**config.mk**
```make
export PLATFORM = sky130hd
export DESIGN_NAME = sd_dat_rx_top
export DESIGN_NICKNAME = d
export VERILOG_FILES = /design/src/sd_dat_pkg.sv /design/src/sd_dat_rx_if.sv /design/src/sd_dat_rx_top.sv /design/src/sd_dat_crc_check.sv /design/src/sd_dat_deser.sv /design/src/sd_dat_rx_counter.sv /design/src/sd_dat_rx_fsm.sv /design/src/sd_dat_crc16.sv
export VERILOG_INCLUDE_DIRS = /design/src /design/src/src
export SDC_FILE = /design/constraint.sdc
export NUM_CORES = 1
export LEC_CHECK = 0
export BUFFER_PORTS_ARGS = -buffer_cell sky130_fd_sc_hd__buf_2
export CAP_MARGIN = 10
export CORE_ASPECT_RATIO = 2
export CORE_MARGIN = 3
export CORE_UTILIZATION = 35
export DETAILED_ROUTE_END_ITERATION = 6
export GPL_ROUTABILITY_DRIVEN = 0
export SETUP_SLACK_MARGIN = 0.2
export SYNTH_ARGS = -nofsm -noshare
export SYNTH_HDL_FRONTEND = slang
export SYNTH_HIERARCHICAL = 1
export SYNTH_SLANG_ARGS = --single-unit
```
**constraint.sdc**
```tcl
create_clock -name sd_clk -period 2.2 [get_ports sd_clk]
set_input_delay 0.33 -clock sd_clk [delete_from_list [all_inputs] [get_ports sd_clk]]
set_output_delay 0.33 -clock sd_clk [all_outputs]
set_load 0.05 [all_outputs]
```
**src/sd_dat_settings.svh**
```systemverilog
`ifndef SD_DAT_SETTINGS_SVH
`define SD_DAT_SETTINGS_SVH

// crc bits per lane
`define SD_CRC_LEN 16

// dat lanes in wide mode
`define SD_LANES 4

`define SD_BYTE_W 8

// block size and block count width
`define SD_CNT_W 16

`endif
```
**src/sd_dat_pkg.sv**
```systemverilog
`default_nettype none

`include "sd_dat_settings.svh"

package sd_dat_pkg;

    // receive states
    typedef enum logic [2:0] {
        IDLE            = 3'd0,
        RX_START_BIT    = 3'd1, // waiting for card start bit
        RX_DATA_BYTE    = 3'd2,
        DMA_RX_BYTE_WR  = 3'd3, // card clock held here
        RX_CRC          = 3'd4,
        RX_END_BIT      = 3'd5,
        RX_BLK_GAP_STOP = 3'd6
    } rx_state_e;

    typedef logic [`SD_LANES-1:0]   lanes_t;  // one dat sample
    typedef logic [`SD_BYTE_W-1:0]  byte_t;
    typedef logic [`SD_CRC_LEN-1:0] crc_t;
    typedef logic [`SD_CNT_W-1:0]   cnt_t;    // sizes and counters

endpackage

`default_nettype wire

```
**src/sd_dat_rx_if.sv**
```systemverilog
`timescale 1ns/1ps
`default_nettype none

`include "sd_dat_settings.svh"

interface sd_dat_rx_if;

    sd_dat_pkg::rx_state_e state;

    // counter flags
    logic last_bit;   // last bit of a byte
    logic last_byte;  // block_size bytes taken
    logic last_crc;   // last crc bit
    logic last_blk;   // final block of a finite transfer

    logic [$clog2(`SD_CRC_LEN)-1:0] crc_idx; // crc bit position

    modport ctrl (
        output state,
        input  last_bit, last_byte, last_crc, last_blk
    );

    modport cnt (
        input  state,
        output last_bit, last_byte, last_crc, last_blk, crc_idx
    );

    modport data (
        input state, crc_idx
    );

endinterface

`default_nettype wire

```
**src/sd_dat_rx_top.sv**
```systemverilog
`timescale 1ns/1ps
`default_nettype none

module sd_dat_rx_top (
    input  logic               sd_clk,
    input  logic               rstn,
    input  logic               sd_rst_i,          // soft reset back to idle
    input  logic               dat_start_i,
    input  logic               rx_en_i,           // sampling strobe
    input  logic               dat_width_i,
    input  sd_dat_pkg::lanes_t dat_i,
    input  sd_dat_pkg::cnt_t   block_size_i,
    input  sd_dat_pkg::cnt_t   block_count_i,
    input  logic               dma_rx_buf_rdy_i,
    input  logic               blk_gap_stop_i,
    input  logic               blk_gap_clk_en_i,
    input  logic               read_wait_en_i,
    output logic               busy_o,
    output logic               done_o,
    output logic               blk_gap_o,
    output logic               clk_pause_o,
    output logic               read_wait_o,       // drive dat2 low
    output logic               tmout_rx_start_en_o,
    output sd_dat_pkg::byte_t  dma_rx_byte_o,
    output logic               dma_rx_wr_o,
    output logic               crc_err_o,
    output logic               end_err_o
);

    sd_dat_rx_if bus ();

    sd_dat_rx_fsm u_fsm (
        .sd_clk              (sd_clk),
        .rstn                (rstn),
        .sd_rst_i            (sd_rst_i),
        .dat_start_i         (dat_start_i),
        .rx_en_i             (rx_en_i),
        .dat_width_i         (dat_width_i),
        .dat_i               (dat_i),
        .dma_rx_buf_rdy_i    (dma_rx_buf_rdy_i),
        .blk_gap_stop_i      (blk_gap_stop_i),
        .blk_gap_clk_en_i    (blk_gap_clk_en_i),
        .read_wait_en_i      (read_wait_en_i),
        .bus                 (bus.ctrl),
        .busy_o              (busy_o),
        .done_o              (done_o),
        .blk_gap_o           (blk_gap_o),
        .clk_pause_o         (clk_pause_o),
        .read_wait_o         (read_wait_o),
        .tmout_rx_start_en_o (tmout_rx_start_en_o)
    );

    sd_dat_rx_counter u_counter (
        .sd_clk           (sd_clk),
        .rstn             (rstn),
        .sd_rst_i         (sd_rst_i),
        .rx_en_i          (rx_en_i),
        .dat_width_i      (dat_width_i),
        .dma_rx_buf_rdy_i (dma_rx_buf_rdy_i),
        .block_size_i     (block_size_i),
        .block_count_i    (block_count_i),
        .bus              (bus.cnt)
    );

    sd_dat_deser u_deser (
        .sd_clk           (sd_clk),
        .rstn             (rstn),
        .rx_en_i          (rx_en_i),
        .dat_width_i      (dat_width_i),
        .dma_rx_buf_rdy_i (dma_rx_buf_rdy_i),
        .dat_i            (dat_i),
        .bus              (bus.data),
        .dma_rx_byte_o    (dma_rx_byte_o),
        .dma_rx_wr_o      (dma_rx_wr_o)
    );

    sd_dat_crc_check u_crc_check (
        .sd_clk      (sd_clk),
        .rstn        (rstn),
        .sd_rst_i    (sd_rst_i),
        .rx_en_i     (rx_en_i),
        .dat_width_i (dat_width_i),
        .dat_i       (dat_i),
        .bus         (bus.data),
        .crc_err_o   (crc_err_o),
        .end_err_o   (end_err_o)
    );

endmodule

`default_nettype wire

```
**src/sd_dat_crc_check.sv**
```systemverilog
`timescale 1ns/1ps
`default_nettype none

`include "sd_dat_settings.svh"

module sd_dat_crc_check (
    input  logic               sd_clk,
    input  logic               rstn,
    input  logic               sd_rst_i,
    input  logic               rx_en_i,
    input  logic               dat_width_i,
    input  sd_dat_pkg::lanes_t dat_i,
    sd_dat_rx_if.data          bus,
    output logic               crc_err_o,
    output logic               end_err_o
);

    sd_dat_pkg::crc_t   crc [`SD_LANES];
    sd_dat_pkg::lanes_t act_lanes;
    sd_dat_pkg::lanes_t lane_en;
    sd_dat_pkg::lanes_t lane_mis;  // received crc bit differs
    logic               crc_clr, data_stb, end_stb;
    logic               mis_q;

    assign act_lanes = dat_width_i ? '1 : sd_dat_pkg::lanes_t'(1);
    assign crc_clr   = bus.state == sd_dat_pkg::RX_START_BIT;
    assign data_stb  = (bus.state == sd_dat_pkg::RX_DATA_BYTE) && rx_en_i;
    assign end_stb   = (bus.state == sd_dat_pkg::RX_END_BIT) && rx_en_i;
    assign lane_en   = data_stb ? act_lanes : '0;

    for (genvar g = 0; g < `SD_LANES; g++) begin : g_lane
        sd_dat_crc16 u_crc (
            .sd_clk (sd_clk),
            .rstn   (rstn),
            .clr_i  (crc_clr),
            .en_i   (lane_en[g]),
            .din_i  (dat_i[g]),
            .crc_o  (crc[g])
        );
        // crc goes out msb first
        assign lane_mis[g] = dat_i[g] != crc[g][`SD_CRC_LEN - 1 - bus.crc_idx];
    end

    always_ff @(posedge sd_clk or negedge rstn) begin
        if (!rstn) begin
            mis_q     <= 1'b0;
            crc_err_o <= 1'b0;
            end_err_o <= 1'b0;
        end else if (sd_rst_i) begin
            mis_q     <= 1'b0;
            crc_err_o <= 1'b0;
            end_err_o <= 1'b0;
        end else begin
            if (crc_clr)
                mis_q <= 1'b0;
            else if ((bus.state == sd_dat_pkg::RX_CRC) && rx_en_i && |(lane_mis & act_lanes))
                mis_q <= 1'b1; // sticky for the block
            crc_err_o <= end_stb && mis_q;
            end_err_o <= end_stb && |(~dat_i & act_lanes); // any active lane low
        end
    end

endmodule

`default_nettype wire

```
**src/sd_dat_deser.sv**
```systemverilog
`timescale 1ns/1ps
`default_nettype none

`include "sd_dat_settings.svh"

module sd_dat_deser (
    input  logic               sd_clk,
    input  logic               rstn,
    input  logic               rx_en_i,
    input  logic               dat_width_i,
    input  logic               dma_rx_buf_rdy_i,
    input  sd_dat_pkg::lanes_t dat_i,
    sd_dat_rx_if.data          bus,
    output sd_dat_pkg::byte_t  dma_rx_byte_o,
    output logic               dma_rx_wr_o
);

    sd_dat_pkg::byte_t shift_q;
    logic              byte_take;

    assign byte_take = (bus.state == sd_dat_pkg::DMA_RX_BYTE_WR) && dma_rx_buf_rdy_i;

    // msb first, wide mode moves a nibble per strobe
    always_ff @(posedge sd_clk) begin
        if ((bus.state == sd_dat_pkg::RX_DATA_BYTE) && rx_en_i) begin
            if (dat_width_i)
                shift_q <= {shift_q[`SD_BYTE_W-`SD_LANES-1:0], dat_i};
            else
                shift_q <= {shift_q[`SD_BYTE_W-2:0], dat_i[0]};
        end
        if (byte_take)
            dma_rx_byte_o <= shift_q; // held until the next write
    end

    always_ff @(posedge sd_clk or negedge rstn) begin
        if (!rstn)
            dma_rx_wr_o <= 1'b0;
        else
            dma_rx_wr_o <= byte_take;
    end

endmodule

`default_nettype wire

```
**src/sd_dat_rx_counter.sv**
```systemverilog
`timescale 1ns/1ps
`default_nettype none

`include "sd_dat_settings.svh"

module sd_dat_rx_counter (
    input  logic             sd_clk,
    input  logic             rstn,
    input  logic             sd_rst_i,
    input  logic             rx_en_i,
    input  logic             dat_width_i,
    input  logic             dma_rx_buf_rdy_i,
    input  sd_dat_pkg::cnt_t block_size_i,
    input  sd_dat_pkg::cnt_t block_count_i, // 0 means endless
    sd_dat_rx_if.cnt         bus
);

    localparam int IDX_W = $clog2(`SD_CRC_LEN);

    logic [2:0]       bit_cnt;
    sd_dat_pkg::cnt_t byte_cnt;  // doubles as crc index
    sd_dat_pkg::cnt_t blk_cnt;

    always_ff @(posedge sd_clk or negedge rstn) begin
        if (!rstn) begin
            bit_cnt  <= '0;
            byte_cnt <= '0;
            blk_cnt  <= '0;
        end else if (sd_rst_i || bus.state == sd_dat_pkg::IDLE) begin
            bit_cnt  <= '0;
            byte_cnt <= '0;
            blk_cnt  <= '0;
        end else begin
            case (bus.state)
                sd_dat_pkg::RX_START_BIT: begin
                    bit_cnt  <= '0; // fresh block
                    byte_cnt <= '0;
                end
                sd_dat_pkg::RX_DATA_BYTE: begin
                    if (rx_en_i) begin
                        if (bus.last_bit) begin
                            bit_cnt  <= '0;
                            byte_cnt <= byte_cnt + 1'b1;
                        end else begin
                            bit_cnt <= bit_cnt + 1'b1;
                        end
                    end
                end
                sd_dat_pkg::DMA_RX_BYTE_WR: begin
                    if (dma_rx_buf_rdy_i && bus.last_byte)
                        byte_cnt <= '0; // now counts crc bits
                end
                sd_dat_pkg::RX_CRC: begin
                    if (rx_en_i)
                        byte_cnt <= byte_cnt + 1'b1;
                end
                sd_dat_pkg::RX_END_BIT: begin
                    if (rx_en_i)
                        blk_cnt <= blk_cnt + 1'b1;
                end
                default: ;
            endcase
        end
    end

    assign bus.crc_idx   = byte_cnt[IDX_W-1:0];
    assign bus.last_bit  = bit_cnt == (dat_width_i ? 3'd1 : 3'd7);
    assign bus.last_byte = byte_cnt == block_size_i;
    assign bus.last_crc  = bus.crc_idx == IDX_W'(`SD_CRC_LEN - 1);
    assign bus.last_blk  = (block_count_i != '0) && (blk_cnt == block_count_i);

endmodule

`default_nettype wire

```
**src/sd_dat_rx_fsm.sv**
```systemverilog
`timescale 1ns/1ps
`default_nettype none

module sd_dat_rx_fsm (
    input  logic               sd_clk,
    input  logic               rstn,
    input  logic               sd_rst_i,
    input  logic               dat_start_i,
    input  logic               rx_en_i,
    input  logic               dat_width_i,      // 1: 4-bit, 0: 1-bit
    input  sd_dat_pkg::lanes_t dat_i,
    input  logic               dma_rx_buf_rdy_i,
    input  logic               blk_gap_stop_i,
    input  logic               blk_gap_clk_en_i,
    input  logic               read_wait_en_i,
    sd_dat_rx_if.ctrl          bus,
    output logic               busy_o,
    output logic               done_o,
    output logic               blk_gap_o,
    output logic               clk_pause_o,
    output logic               read_wait_o,
    output logic               tmout_rx_start_en_o
);

    sd_dat_pkg::rx_state_e st_q, st_d;
    sd_dat_pkg::lanes_t    act_lanes;
    logic                  start_bit;
    logic                  gap_hold;

    // 1-bit mode only looks at dat0
    assign act_lanes = dat_width_i ? '1 : sd_dat_pkg::lanes_t'(1);
    assign start_bit = (dat_i & act_lanes) == '0;

    // parked at the gap, more blocks to come
    assign gap_hold = (st_q == sd_dat_pkg::RX_BLK_GAP_STOP) && !bus.last_blk && blk_gap_stop_i;

    always_ff @(posedge sd_clk or negedge rstn) begin
        if (!rstn) begin
            st_q <= sd_dat_pkg::IDLE;
        end else if (sd_rst_i) begin
            st_q <= sd_dat_pkg::IDLE;
        end else begin
            st_q <= st_d;
        end
    end

    always_comb begin
        st_d = st_q;
        case (st_q)
            sd_dat_pkg::IDLE: begin
                if (dat_start_i)
                    st_d = sd_dat_pkg::RX_START_BIT;
            end
            sd_dat_pkg::RX_START_BIT: begin
                if (rx_en_i && start_bit)
                    st_d = sd_dat_pkg::RX_DATA_BYTE;
            end
            sd_dat_pkg::RX_DATA_BYTE: begin
                if (rx_en_i && bus.last_bit)
                    st_d = sd_dat_pkg::DMA_RX_BYTE_WR;
            end
            sd_dat_pkg::DMA_RX_BYTE_WR: begin // no strobe needed, clock is stopped
                if (dma_rx_buf_rdy_i)
                    st_d = bus.last_byte ? sd_dat_pkg::RX_CRC : sd_dat_pkg::RX_DATA_BYTE;
            end
            sd_dat_pkg::RX_CRC: begin
                if (rx_en_i && bus.last_crc)
                    st_d = sd_dat_pkg::RX_END_BIT;
            end
            sd_dat_pkg::RX_END_BIT: begin
                if (rx_en_i)
                    st_d = sd_dat_pkg::RX_BLK_GAP_STOP;
            end
            sd_dat_pkg::RX_BLK_GAP_STOP: begin
                if (bus.last_blk)
                    st_d = sd_dat_pkg::IDLE;
                else if (!blk_gap_stop_i)
                    st_d = sd_dat_pkg::RX_START_BIT;
            end
            default: st_d = sd_dat_pkg::IDLE;
        endcase
    end

    // dat2 low asks the card to hold off
    always_ff @(posedge sd_clk or negedge rstn) begin
        if (!rstn) begin
            read_wait_o <= 1'b0;
        end else if (sd_rst_i) begin
            read_wait_o <= 1'b0;
        end else begin
            read_wait_o <= gap_hold && read_wait_en_i;
        end
    end

    assign bus.state           = st_q;
    assign busy_o              = st_q != sd_dat_pkg::IDLE;
    assign done_o              = (st_q == sd_dat_pkg::RX_BLK_GAP_STOP) && bus.last_blk;
    assign blk_gap_o           = (st_q == sd_dat_pkg::RX_END_BIT) && rx_en_i;
    assign tmout_rx_start_en_o = st_q == sd_dat_pkg::RX_START_BIT;

    // dma wait or gap with clock gated
    assign clk_pause_o = (st_q == sd_dat_pkg::DMA_RX_BYTE_WR) || (gap_hold && !blk_gap_clk_en_i);

endmodule

`default_nettype wire

```
**src/sd_dat_crc16.sv**
```systemverilog
`timescale 1ns/1ps
`default_nettype none

module sd_dat_crc16 (
    input  logic             sd_clk,
    input  logic             rstn,
    input  logic             clr_i,  // back to zero seed
    input  logic             en_i,
    input  logic             din_i,
    output sd_dat_pkg::crc_t crc_o
);

    localparam sd_dat_pkg::crc_t POLY = 16'h1021; // x^16 + x^12 + x^5 + 1

    logic fb;

    assign fb = din_i ^ crc_o[$bits(crc_o)-1];

    always_ff @(posedge sd_clk or negedge rstn) begin
        if (!rstn) begin
            crc_o <= '0;
        end else if (clr_i) begin
            crc_o <= '0;
        end else if (en_i) begin
            crc_o <= {crc_o[$bits(crc_o)-2:0], 1'b0} ^ (fb ? POLY : '0);
        end
    end

endmodule

`default_nettype wire

```
======== Yosys cells after proc, flatten, opt, wreduce, memory -nomap -nowiden ========
Index checks and enable logic that the tools add are counted.
cells by class
  bitwise gates (word level) .............. 12
  muxes and demuxes ....................... 54
  eq/ne operators ......................... 25
  add/subtract/negate cells ............... 4
  $lt $le $gt $ge ......................... 1
  reduce and logical (&&, ||, !) cells .... 40
operators by type and width
  operator                                                                 count
  16-bit 2-to-1 mux                                                        16
  16-bit one-hot mux with 4 select lines                                   1
  16-bit by 13-bit bitwise XOR with 16-bit output                          4
  13-bit 2-to-1 mux                                                        4
  3-bit 2-to-1 mux                                                         14
  16-bit by 1-bit adder with 16-bit output, second input constant          2
  16-bit == test                                                           2
  32-bit by 5-bit < comparator with 1-bit output, second input constant    1
  3-bit one-hot mux with 7 select lines                                    1
  1-bit logical AND                                                        17
  1-bit binary-select mux with 4-bit select                                4
  16-bit nonzero test                                                      1
  3-bit inequality test, second input constant                             5
  4-bit bitwise AND                                                        3
  3-bit by 2-bit inequality test with 1-bit output, second input constant  4
  2-bit nonzero test                                                       6
  1-bit 2-to-1 mux                                                         10
  3-bit == test, second input constant                                     3
  3-bit nonzero test                                                       3
  4-bit 2-to-1 mux                                                         2
  8-bit 2-to-1 mux                                                         1
  4-bit OR reduction                                                       2
  7-bit AND reduction                                                      1
  3-bit by 2-bit == test with 1-bit output, second input constant          2
  other kinds (18)                                                         27
word-level totals
  input bits .............................. 46
  register bits ........................... 123
  logic and storage cells ................. 151
  output and inout port bits .............. 17

======== Depth between registers and ports, before layout ========
Gate-level depths: netlist (run 1).
  depth in word-level cells ............... 10
  mapped depth ............................ 9
  gate-level depth less buffers ........... 8

======== Cells and area by module ========
The synthesis (run 1) kept the hierarchy.
modules (own cells, without submodules)
  module             cells an instance  times used  area an instance (um2)  seq. area each (um2)
  sd_dat_crc16       58                 4           688.2                   400.4
  sd_dat_rx_counter  270                1           2443.6                  875.8
  sd_dat_crc_check   59                 1           770.7                   75.1
  sd_dat_deser       27                 1           641.9                   505.5
  sd_dat_rx_fsm      64                 1           494.2                   100.1

======== Least setup slack after synthesis (run 1) ========
Ideal clock, no wire load.
  path kind ............................... flip-flop to output port
  start point ............................. reg u_counter.blk_cnt[2]
  end point ............................... out done_o
  cell stages (with the launch flop) ...... 6
  arrival ................................. 2.503 ns
  buffers on the path ..................... 0
  slack ................................... -0.633 ns
  required time ........................... 1.870 ns
  path through ............................ dfrtp_1 > xor2_1 > nor4_1 > nand4_1 > a41oi_1 > nor3b_1
between the ends
  word-level cells in the longest chain between the ends .. 3
RTL lines
  element                 RTL line                 RTL
  from (decl)             sd_dat_rx_counter.sv:22  sd_dat_pkg::cnt_t blk_cnt;
  from (signal assigned)  sd_dat_rx_counter.sv:59  blk_cnt <= blk_cnt + 1'b1;
  16-bit == test          sd_dat_rx_counter.sv:70  assign bus.last_blk = (block_count_i != '0) && (blk_cnt == block_count_i);
  1-bit logical AND       sd_dat_rx_counter.sv:70
  via bus.last_blk        sd_dat_rx_if.sv:14       logic last_blk;
  1-bit logical AND       sd_dat_rx_fsm.sv:97      assign done_o = (st_q == sd_dat_pkg::RX_BLK_GAP_STOP) && bus.last_blk;
  to (decl)               sd_dat_rx_top.sv:19      output logic done_o,
The timed path passes the listed nets, and every way through them passes these cells.

======== Final worst setup path (run 1) ========
  start point ............................. reg u_counter.blk_cnt[3]
  end point ............................... out clk_pause_o
between the ends
  word-level cells in the longest chain between the ends .. 7
RTL lines
  element                          RTL line                 RTL
  16-bit == test                   sd_dat_rx_counter.sv:70
  1-bit logical AND                sd_dat_rx_counter.sv:70
  via bus.last_blk                 sd_dat_rx_if.sv:14
  1-bit zero test                  sd_dat_rx_fsm.sv:35      assign gap_hold = (st_q == sd_dat_pkg::RX_BLK_GAP_STOP) && !bus.last_blk && blk_gap_stop_i;
  1-bit logical AND (2 in series)  sd_dat_rx_fsm.sv:35
  1-bit logical AND                sd_dat_rx_fsm.sv:102     assign clk_pause_o = (st_q == sd_dat_pkg::DMA_RX_BYTE_WR) || (gap_hold && !blk_gap_clk_en_i);
  1-bit logical OR                 sd_dat_rx_fsm.sv:102
  to (decl)                        sd_dat_rx_top.sv:21      output logic clk_pause_o,
The timed path passes the listed nets, and every way through them passes these cells.

==> reports/results.md, run 1 <==
| Metric | Value |
| --- | --- |
| Post-synthesis instance total | 652 |
| Number of clock sinks | 123 |
| Dpl cell area | 8030 µm² |
| F_max | 389 MHz |
| Count of fill cells added during filler insertion | 1,951 |
| Fin Setup TNS | -0.684 ns |
| Met1 global-route usage | 16.7% |
| Crit Path Category | flip-flop to output pin |
| Total count of max-transition violations in the final report | 0 |
| Sequential-to-total area share from yosys stat | 44.5% |
| Finish-stage setup viols | 2 |
| Worst flop-to-flop path startpoint | u_counter/blk_cnt[3]$_DFFE_PN0P_ |
| Via count of the first global-routing pass | 5,475 |
| Crit path time final | 2.57 ns |
| Number of enable flip-flop cells after synthesis | 16 |
| Top cell type's share of synthesized area | 37.7% |
| Post-Synthesis Cell Area | 7100 µm² |
| DP HPWL | 12,600 µm |
| Pwr Total | 6.39 mW |
| Number of antenna violations at the first check in global routing | 2 |
| Family of cells with the greatest summed delay on the critical path | simple AND/OR/NAND/NOR gates |
| Largest stage delay, worst path | 0.41 ns |
| Wire length per cell | 16.8 µm |
| Share of synthesized flip-flops with an asynchronous set or reset | 87.0% |
| Port Buf Inserts | 62 |
| DR vias/cell | 5.19 |
| Sort of element at the start of the critical path | flip-flop |
| Switching fraction of total power | 27.0% |
| Drc violations | 0 |
| Leading area contributor after synthesis | sky130_fd_sc_hd__dfrtp_1 |
| Worst path setup slack after routing | -0.372 ns |
| Nets in the synthesized netlist | 701 |
| Inserted Clock Buffers | 17 |
| Maximum resistive drop on vdd | 0.331 mV |
| Reported net switching power | 1.72 mW |
| Io pins | 63 |
| Top cells by area in the synthesized netlist | sky130_fd_sc_hd__dfrtp_1 (38%), sky130_fd_sc_hd__mux2i_1 (9.0%), sky130_fd_sc_hd__edfxtp_1 (6.8%), sky130_fd_sc_hd__nor2_1 (5.0%), sky130_fd_sc_hd__xnor2_1 (3.8%) |
| Clk Tree Root Cell | sky130_fd_sc_hd__clkbuf_16 |
| Internal cell power | 4.67 mW |
| Clock-pin slew on the worst setup and hold paths | 0.06 ns |
| Later-pin clock latency in the skew report | 0.42 ns |
| Post-synthesis cell type count | 68 |
| Std-Cell Rows | 73 |
| Top cell types by occurrence after synthesis | sky130_fd_sc_hd__dfrtp_1 (107), sky130_fd_sc_hd__nor2_1 (95), sky130_fd_sc_hd__mux2i_1 (64) |
| Unrepaired setup endpoints after global routing | true |
| Remaining antenna violation count | 0 |
| Post-layout utilization of the core | 44.6% |
| Bufs on Longest Clock Path | 2 |
| Adder and majority gate portion of the synthesized area | 0.528% |
| Global-route wire length before repair | 28,200 µm |
| Clock tree from TritonCTS | built |
| Initial core utilization | 35.7% |
| Detailed-routing iteration count for the pre-antenna-repair pass | 4 |
| Post-Synth Simple-Gate Area | 17.9% |
| Post-layout instance area | 8890 µm² |
| Mux contribution to synthesized area | 16.2% |
| Synthesis-stage register bit count | 123 |
| Fraction of the mapped netlist area in compound gates | 9.41% |
| Clock H-tree levels | 4 |
| Seq pwr share | 36.9% |
| Total of max-cap violations | 0 |
| Fraction of final layout cells sized beyond drive strength 1 | 27.8% |
| PD cells | 719 nW/µm² |
| Slowest cell on crit path | sky130_fd_sc_hd__dfrtp_1 |
| Area delta synth->final | 25.2% |
| Sort of element at the end of the critical path | output pin |
| Width of the chip | 107 µm |
| Crit path buf inv count | 1 |
| Global-route met2 utilization | 30.7% |
| Sequence of cells on the critical path | xor2_1 > nor4_2 > nand4_1 > a41oi_2 > nor2_1 > nand3_1 > o22ai_2 > and2_4 > buf_8 |
| Final setup skew | 0.0103 ns |
| Synth Warn # | 6 |
| Pin count of the biggest net entering global routing | 54 |
| Final-stage net count | 812 |
| Largest family of logic cells by synthesized area | simple AND/OR/NAND/NOR gates |
| Type of the most critical hold path | input port to flip-flop |
| Avg Inst Size Synth | 10.9 µm² |
| Via count of the routed design | 5,389 |
| Total core area | 19,900 µm² |
| Overall Global Routing Usage | 16.0% |
| Hold Vio Cnt, Final | 0 |
| Worst Max-Slew Pin Slew | 0.461 ns |
| Initial DRC count | 210 |
| Overflow left after global routing | 0 |
| Signal arrival time at the worst endpoint | 2.24 ns |
| Busiest metal layer after global routing | met2 |
| Fraction of synthesized cell area in xor and xnor cells | 6.41% |
| Cell with the most instances after synthesis | sky130_fd_sc_hd__dfrtp_1 |
| Outcome | finished, violations left |
| Critical-path maximum fanout | 3 |
| Remaining max-slew budget at the tightest pin | 69.1% |
| Die Y-Extent | 207 µm |
| Combinational share of power | 17.9% |
| Crit path launch | u_counter/blk_cnt[3]$_DFFE_PN0P_ |
| Leak | 3.68 nW |
| Area of the die | 22,100 µm² |
| Required time of the critical path | 1.87 ns |
| Relative contribution of the clock network to total power | 45.3% |
| Routing usage on met3 | 3.14% |
| Final routed wirelength across all metal layers | 17,500 µm |
| Main synth FF type | sky130_fd_sc_hd__dfrtp_1 |
| Min-Delay Startpoint | read_wait_en_i |
| Final Cycle Share | 117% |
| Violated checks | setup timing |
==> worst register-to-register path: cells and delay by family (launching register included) <==
family / cells / cell delay, ns
buffers and inverters: 1 / 0.16
XOR/XNOR: 1 / 0.17
flip-flops: 1 / 0.41
AND/OR/NAND/NOR: 3 / 0.51
AO/OA/AOI/OAI: 4 / 0.80
==> state kept, by name, indices dropped and copies added, names as in the netlist, 3 cells and up <==
register,flops
u_deser/shift_q,8
u_fsm/bus.state,3
u_crc_check/g_lane.u_crc/crc_o,64
u_counter/bit_cnt,3
u_counter/byte_cnt,16
u_counter/blk_cnt,16
u_deser/dma_rx_byte_o,8
==> placed cells by master (no fill, tap or decap), types with 5 or more instances in the layout <==
cell                        count
sky130_fd_sc_hd__a211oi_1       5
sky130_fd_sc_hd__a21oi_1       10
sky130_fd_sc_hd__a31oi_1        5
sky130_fd_sc_hd__buf_12         8
sky130_fd_sc_hd__buf_2         56
sky130_fd_sc_hd__buf_4         59
sky130_fd_sc_hd__buf_6          8
sky130_fd_sc_hd__clkbuf_16     17
sky130_fd_sc_hd__dfrtp_1      103
sky130_fd_sc_hd__edfxtp_1      16
sky130_fd_sc_hd__inv_1         15
sky130_fd_sc_hd__mux2_4         7
sky130_fd_sc_hd__mux2i_1       64
sky130_fd_sc_hd__mux4_1         5
sky130_fd_sc_hd__mux4_2        11
sky130_fd_sc_hd__nand2_1       23
sky130_fd_sc_hd__nand2b_1      12
sky130_fd_sc_hd__nand3_1       21
sky130_fd_sc_hd__nand4_1        8
sky130_fd_sc_hd__nand4b_1       9
sky130_fd_sc_hd__nor2_1        93
sky130_fd_sc_hd__nor3_1         5
sky130_fd_sc_hd__nor4_1         8
sky130_fd_sc_hd__o21ai_0       21
sky130_fd_sc_hd__o21ai_1       13
sky130_fd_sc_hd__o31ai_1       10
sky130_fd_sc_hd__or3_1          8
sky130_fd_sc_hd__or4b_1         9
sky130_fd_sc_hd__xnor2_1       30
sky130_fd_sc_hd__xor2_1        21
==> power groups by stage <==
stage | combinational (mW) | sequential [mW] | clock, mW
2_1_floorplan | 0.628 | 2.41 | 0
5_1_grt | 1.24 | 2.36 | 3.04
3_5_place_dp | 0.995 | 2.42 | 0
6_report | 1.14 | 2.36 | 2.89
3_3_place_gp | 0.989 | 2.42 | 0
4_1_cts | 1.07 | 2.35 | 2.96
==> layer usage <==
| layer | routed length (µm) | vias to the layer above |
|---|---|---|
| li1 | - | 2605 |
| met1 | 6590 | 2660 |
| met2 | 9950 | 89 |
| met3 | 544 | 33 |
| met4 | 408 | 2 |
| met5 | 13 | - |
==> final cells by class <==
cell class,count,area (µm²),area share (%)
multi-input combinational,471,3710,41.8
clock inverter,13,175,1.97
sequential,123,3160,35.6
antenna,1,2.50,0.0281
timing repair buffer,134,1010,11.4
clock buffer,19,433,4.87
tap,262,328,3.69
inverter,16,60.1,0.676
==> cells by family (layout without fill, tap and decap cells) <==
family	count (synthesis)	count (layout)
simple gates	233	233
flops	123	123
compound gates	95	95
mux	88	88
buf+inv	58	182
xor+xnor	52	52
fa+ha+maj	3	3
other cells	0	1
==> final timing paths <==
check,to,slack (ns),depth (start not counted)
setup / recovery,clk_pause_o,-0.37,9
max in group asynchronous,u_counter/blk_cnt[2]$_DFFE_PN0P_,1.06,3
setup reg to reg,u_fsm/bus.state[2]$_DFFE_PN0P_,0.04,9
min in group asynchronous,u_counter/byte_cnt[9]$_DFFE_PN0P_,0.40,2
hold reg to reg,u_deser/dma_rx_byte_o[7]$_DFFE_PP_,0.43,0
hold / removal,u_fsm/read_wait_o$_DFF_PN0_,0.13,3
==> through the flow <==
stage	std cells	hold WS [ns]	setup WS (ns)
final	1039	0.125	-0.372
after detailed placement	992	0.287	-0.117
after global placement	992	0.286	-0.0845
after global routing	1039	0.141	-0.470
after floorplan	652	0.0344	0.0608
after CTS	1029	0.110	-0.382
==> timing repair <==
item                       CTS  global route
hold endpoints to repair    26             0
buffers inserted             4             9
setup endpoints to repair   34            27
hold buffers                 1             0
resized for setup           19            28
pin swaps                   15            20
(Power assumes the default switching activity.)
==> run 2, diff against run 1 <==
--- a/config.mk
+++ b/config.mk
@@ -10,9 +10,11 @@
 export CAP_MARGIN = 10
 export CORE_ASPECT_RATIO = 2
 export CORE_MARGIN = 3
-export CORE_UTILIZATION = 35
+export CORE_UTILIZATION = 56
+export CTS_BUF_LIST = sky130_fd_sc_hd__clkbuf_8
 export DETAILED_ROUTE_END_ITERATION = 6
 export GPL_ROUTABILITY_DRIVEN = 0
+export PLACE_DENSITY = 0.79
 export SETUP_SLACK_MARGIN = 0.2
 export SYNTH_ARGS = -nofsm -noshare
 export SYNTH_HDL_FRONTEND = slang
==> constraint.sdc (replaced) <==
create_clock -name sd_clk -period 2.2 [get_ports sd_clk]
set_input_delay 0.33 -clock sd_clk [delete_from_list [all_inputs] [get_ports sd_clk]]
set_output_delay 0.33 -clock sd_clk [all_outputs]
set_load 0.01 [all_outputs]
==> run 2 against run 1 <==
Against the previous run:
- sequential share of layout area grew 1.6 points
- the run still ends with setup timing left
- utilization grew 25 points
- first-iteration DRC count grew 73%
- via count grew 5.3%
- critical path depth is the same
- critical endpoint unchanged
- sequential power is essentially flat
==> reports/results.md, run 2 (synthesized netlist as in run 1, its figures left out) <==
| Metric | Value |
| --- | --- |
| Outcome | finished, violations left |
| Violated checks | setup timing |
| Wire length per cell | 19.3 µm |
| Total core area | 12,300 µm² |
| Std-Cell Rows | 57 |
| Final-stage net count | 810 |
| Later-pin clock latency in the skew report | 0.46 ns |
| Detailed-routing iteration count for the pre-antenna-repair pass | 5 |
| PD cells | 665 nW/µm² |
| Clock tree from TritonCTS | built |
| Pin count of the biggest net entering global routing | 41 |
| Overflow left after global routing | 0 |
| Pwr Total | 5.67 mW |
| Final routed wirelength across all metal layers | 17,700 µm |
| Leak | 3.55 nW |
| Initial DRC count | 363 |
| Post-layout instance area | 8520 µm² |
| Number of antenna violations at the first check in global routing | 1 |
| Clock-pin slew on the worst setup and hold paths | 0.08 ns |
| Post-Place Worst Slack | -0.0349 ns |
| Via count of the routed design | 5,675 |
| Area delta synth->final | 20.0% |
| Clk Tree Root Cell | sky130_fd_sc_hd__clkbuf_8 |
| Port Buf Inserts | 62 |
| Number of clock sinks | 123 |
| Final setup skew | 0.0136 ns |
| Top library cells by usage in the layout, fill and taps aside | sky130_fd_sc_hd__dfrtp_1 (100), sky130_fd_sc_hd__nor2_1 (93), sky130_fd_sc_hd__mux2i_1 (63) |
| Clock H-tree levels | 4 |
| Worst Max-Slew Pin Slew | 0.691 ns |
| Via count of the first global-routing pass | 6,023 |
| Fraction of final layout cells sized beyond drive strength 1 | 29.7% |
| Critical-path maximum fanout | 2 |
| Finish-stage setup viols | 4 |
| Global-route wire length before repair | 28,400 µm |
| Register bank with the most flops | u_crc_check/g_lane.u_crc/crc_o |
| Maximum resistive drop on vdd | 0.605 mV |
| Required time of the critical path | 1.87 ns |
| Area of the die | 14,200 µm² |
| Leading registers by flop count | u_crc_check/g_lane.u_crc/crc_o (64), u_counter/blk_cnt (16), u_counter/byte_cnt (16) |
| Type of the most critical hold path | input port to flip-flop |
| R2R cell count | 10 |
| Crit Path Category | flip-flop to output pin |
| Remaining max-slew budget at the tightest pin | 53.9% |
| Initial core utilization | 57.9% |
| Number of cells on the worst hold path | 3 |
| Overall Global Routing Usage | 25.8% |
| Total of max-cap violations | 0 |
| Worst path setup slack after routing | -0.353 ns |
| Number of non-filler instances in the completed layout | 921 |
| Most common library cell in the layout ignoring fill and taps | sky130_fd_sc_hd__dfrtp_1 |
| Bufs on Longest Clock Path | 2 |
| Hold Vio Cnt, Final | 0 |
| Inserted Clock Buffers | 17 |
| Signal arrival time at the worst endpoint | 2.22 ns |
| Crit path time final | 2.55 ns |
| DR vias/cell | 6.16 |
| F_max | 392 MHz |
| Diodes inserted | 0 |
| Final Cycle Share | 116% |
| Dpl cell area | 7740 µm² |
| Sort of element at the end of the critical path | output pin |
| Largest register FFs | 64 |
| Die Y-Extent | 165 µm |
| Io pins | 63 |
| Sort of element at the start of the critical path | flip-flop |
| Unrepaired setup endpoints after global routing | true |
| Width of the chip | 85.6 µm |
| Placed cell count | 868 |
| DP HPWL | 12,200 µm |
| Drc violations | 0 |
| Total count of max-transition violations in the final report | 0 |
| Remaining antenna violation count | 0 |
run 2: area by class of cell:
type / count / area [µm²]
Tap cell: 147 / 184
Clock inverter: 15 / 213
Inverter: 16 / 60.1
Timing Repair Buffer: 129 / 903
Clock buffer: 17 / 234
Sequential cell: 123 / 3170
Multi-Input combinational cell: 474 / 3760
Fill cell: 891 / 3750
run 2: what timing repair did:
item,4_1_cts,5_1_grt
gates resized for setup,30,28
pin swaps,26,15
buffers inserted,14,3
cloned,2,1
hold buffers,1,0
endpoints found under the setup margin,36,34
endpoints found under the hold margin,37,0
run 2: path summary, 6_finish.rpt:
path,startpoint,endpoint,slack (ns)
worst max-delay path,u_counter/blk_cnt[6]$_DFFE_PN0P_,clk_pause_o,-0.35
worst min-delay path,read_wait_en_i,u_fsm/read_wait_o$_DFF_PN0_,0.10
worst max register to register,u_counter/blk_cnt[6]$_DFFE_PN0P_,u_fsm/bus.state[2]$_DFFE_PN0P_,-0.07
worst min register to register,u_deser/shift_q[7]$_DFFE_PP_,u_deser/dma_rx_byte_o[7]$_DFFE_PP_,0.43
max in group asynchronous,rstn,u_crc_check/g_lane[0].u_crc/crc_o[10]$_DFFE_PN0P_,1.17
min in group asynchronous,rstn,u_counter/byte_cnt[13]$_DFFE_PN0P_,0.41
run 2: critical path, cell delays in order (launching register included):
cell	delay [ns]
sky130_fd_sc_hd__dfrtp_1	0.43
sky130_fd_sc_hd__xor2_1	0.17
sky130_fd_sc_hd__nor4_2	0.32
sky130_fd_sc_hd__nand4_1	0.15
sky130_fd_sc_hd__a41oi_2	0.20
sky130_fd_sc_hd__nor2_1	0.06
sky130_fd_sc_hd__nand3_1	0.09
sky130_fd_sc_hd__o22ai_1	0.07
sky130_fd_sc_hd__and2_1	0.15
sky130_fd_sc_hd__buf_2	0.13
run 2: metrics by stage:
stage / utilization [%] / setup TNS (ns) / hold slack (ns)
floorplan: - / 0 / 0.0344
global placement: 63.1 / 0 / 0.351
finish: 69.5 / -0.756 / 0.101
CTS: 68.4 / -0.716 / 0.0807
global route: 69.5 / -1.30 / 0.0690
detailed placement: 63.1 / -0.0859 / 0.359
run 2: metal layers:
layer / GRT usage, % / share of wire (%) / wire, µm / up-vias
met1: 25.6 / 36 / 6330 / 2820
met4: 13.5 / 4.0 / 713 / 2
li1: - / - / - / 2593
met2: 48.5 / 56 / 9920 / 199
met5: 0 / 0.039 / 7 / -
met3: 6.11 / 4.3 / 756 / 61
run 2: report_power, final:
group,switching (mW),internal (mW)
Sequential,0.0269,2.33
Combinational,0.640,0.423
Clock,0.997,1.25
Total,1.66,4.00
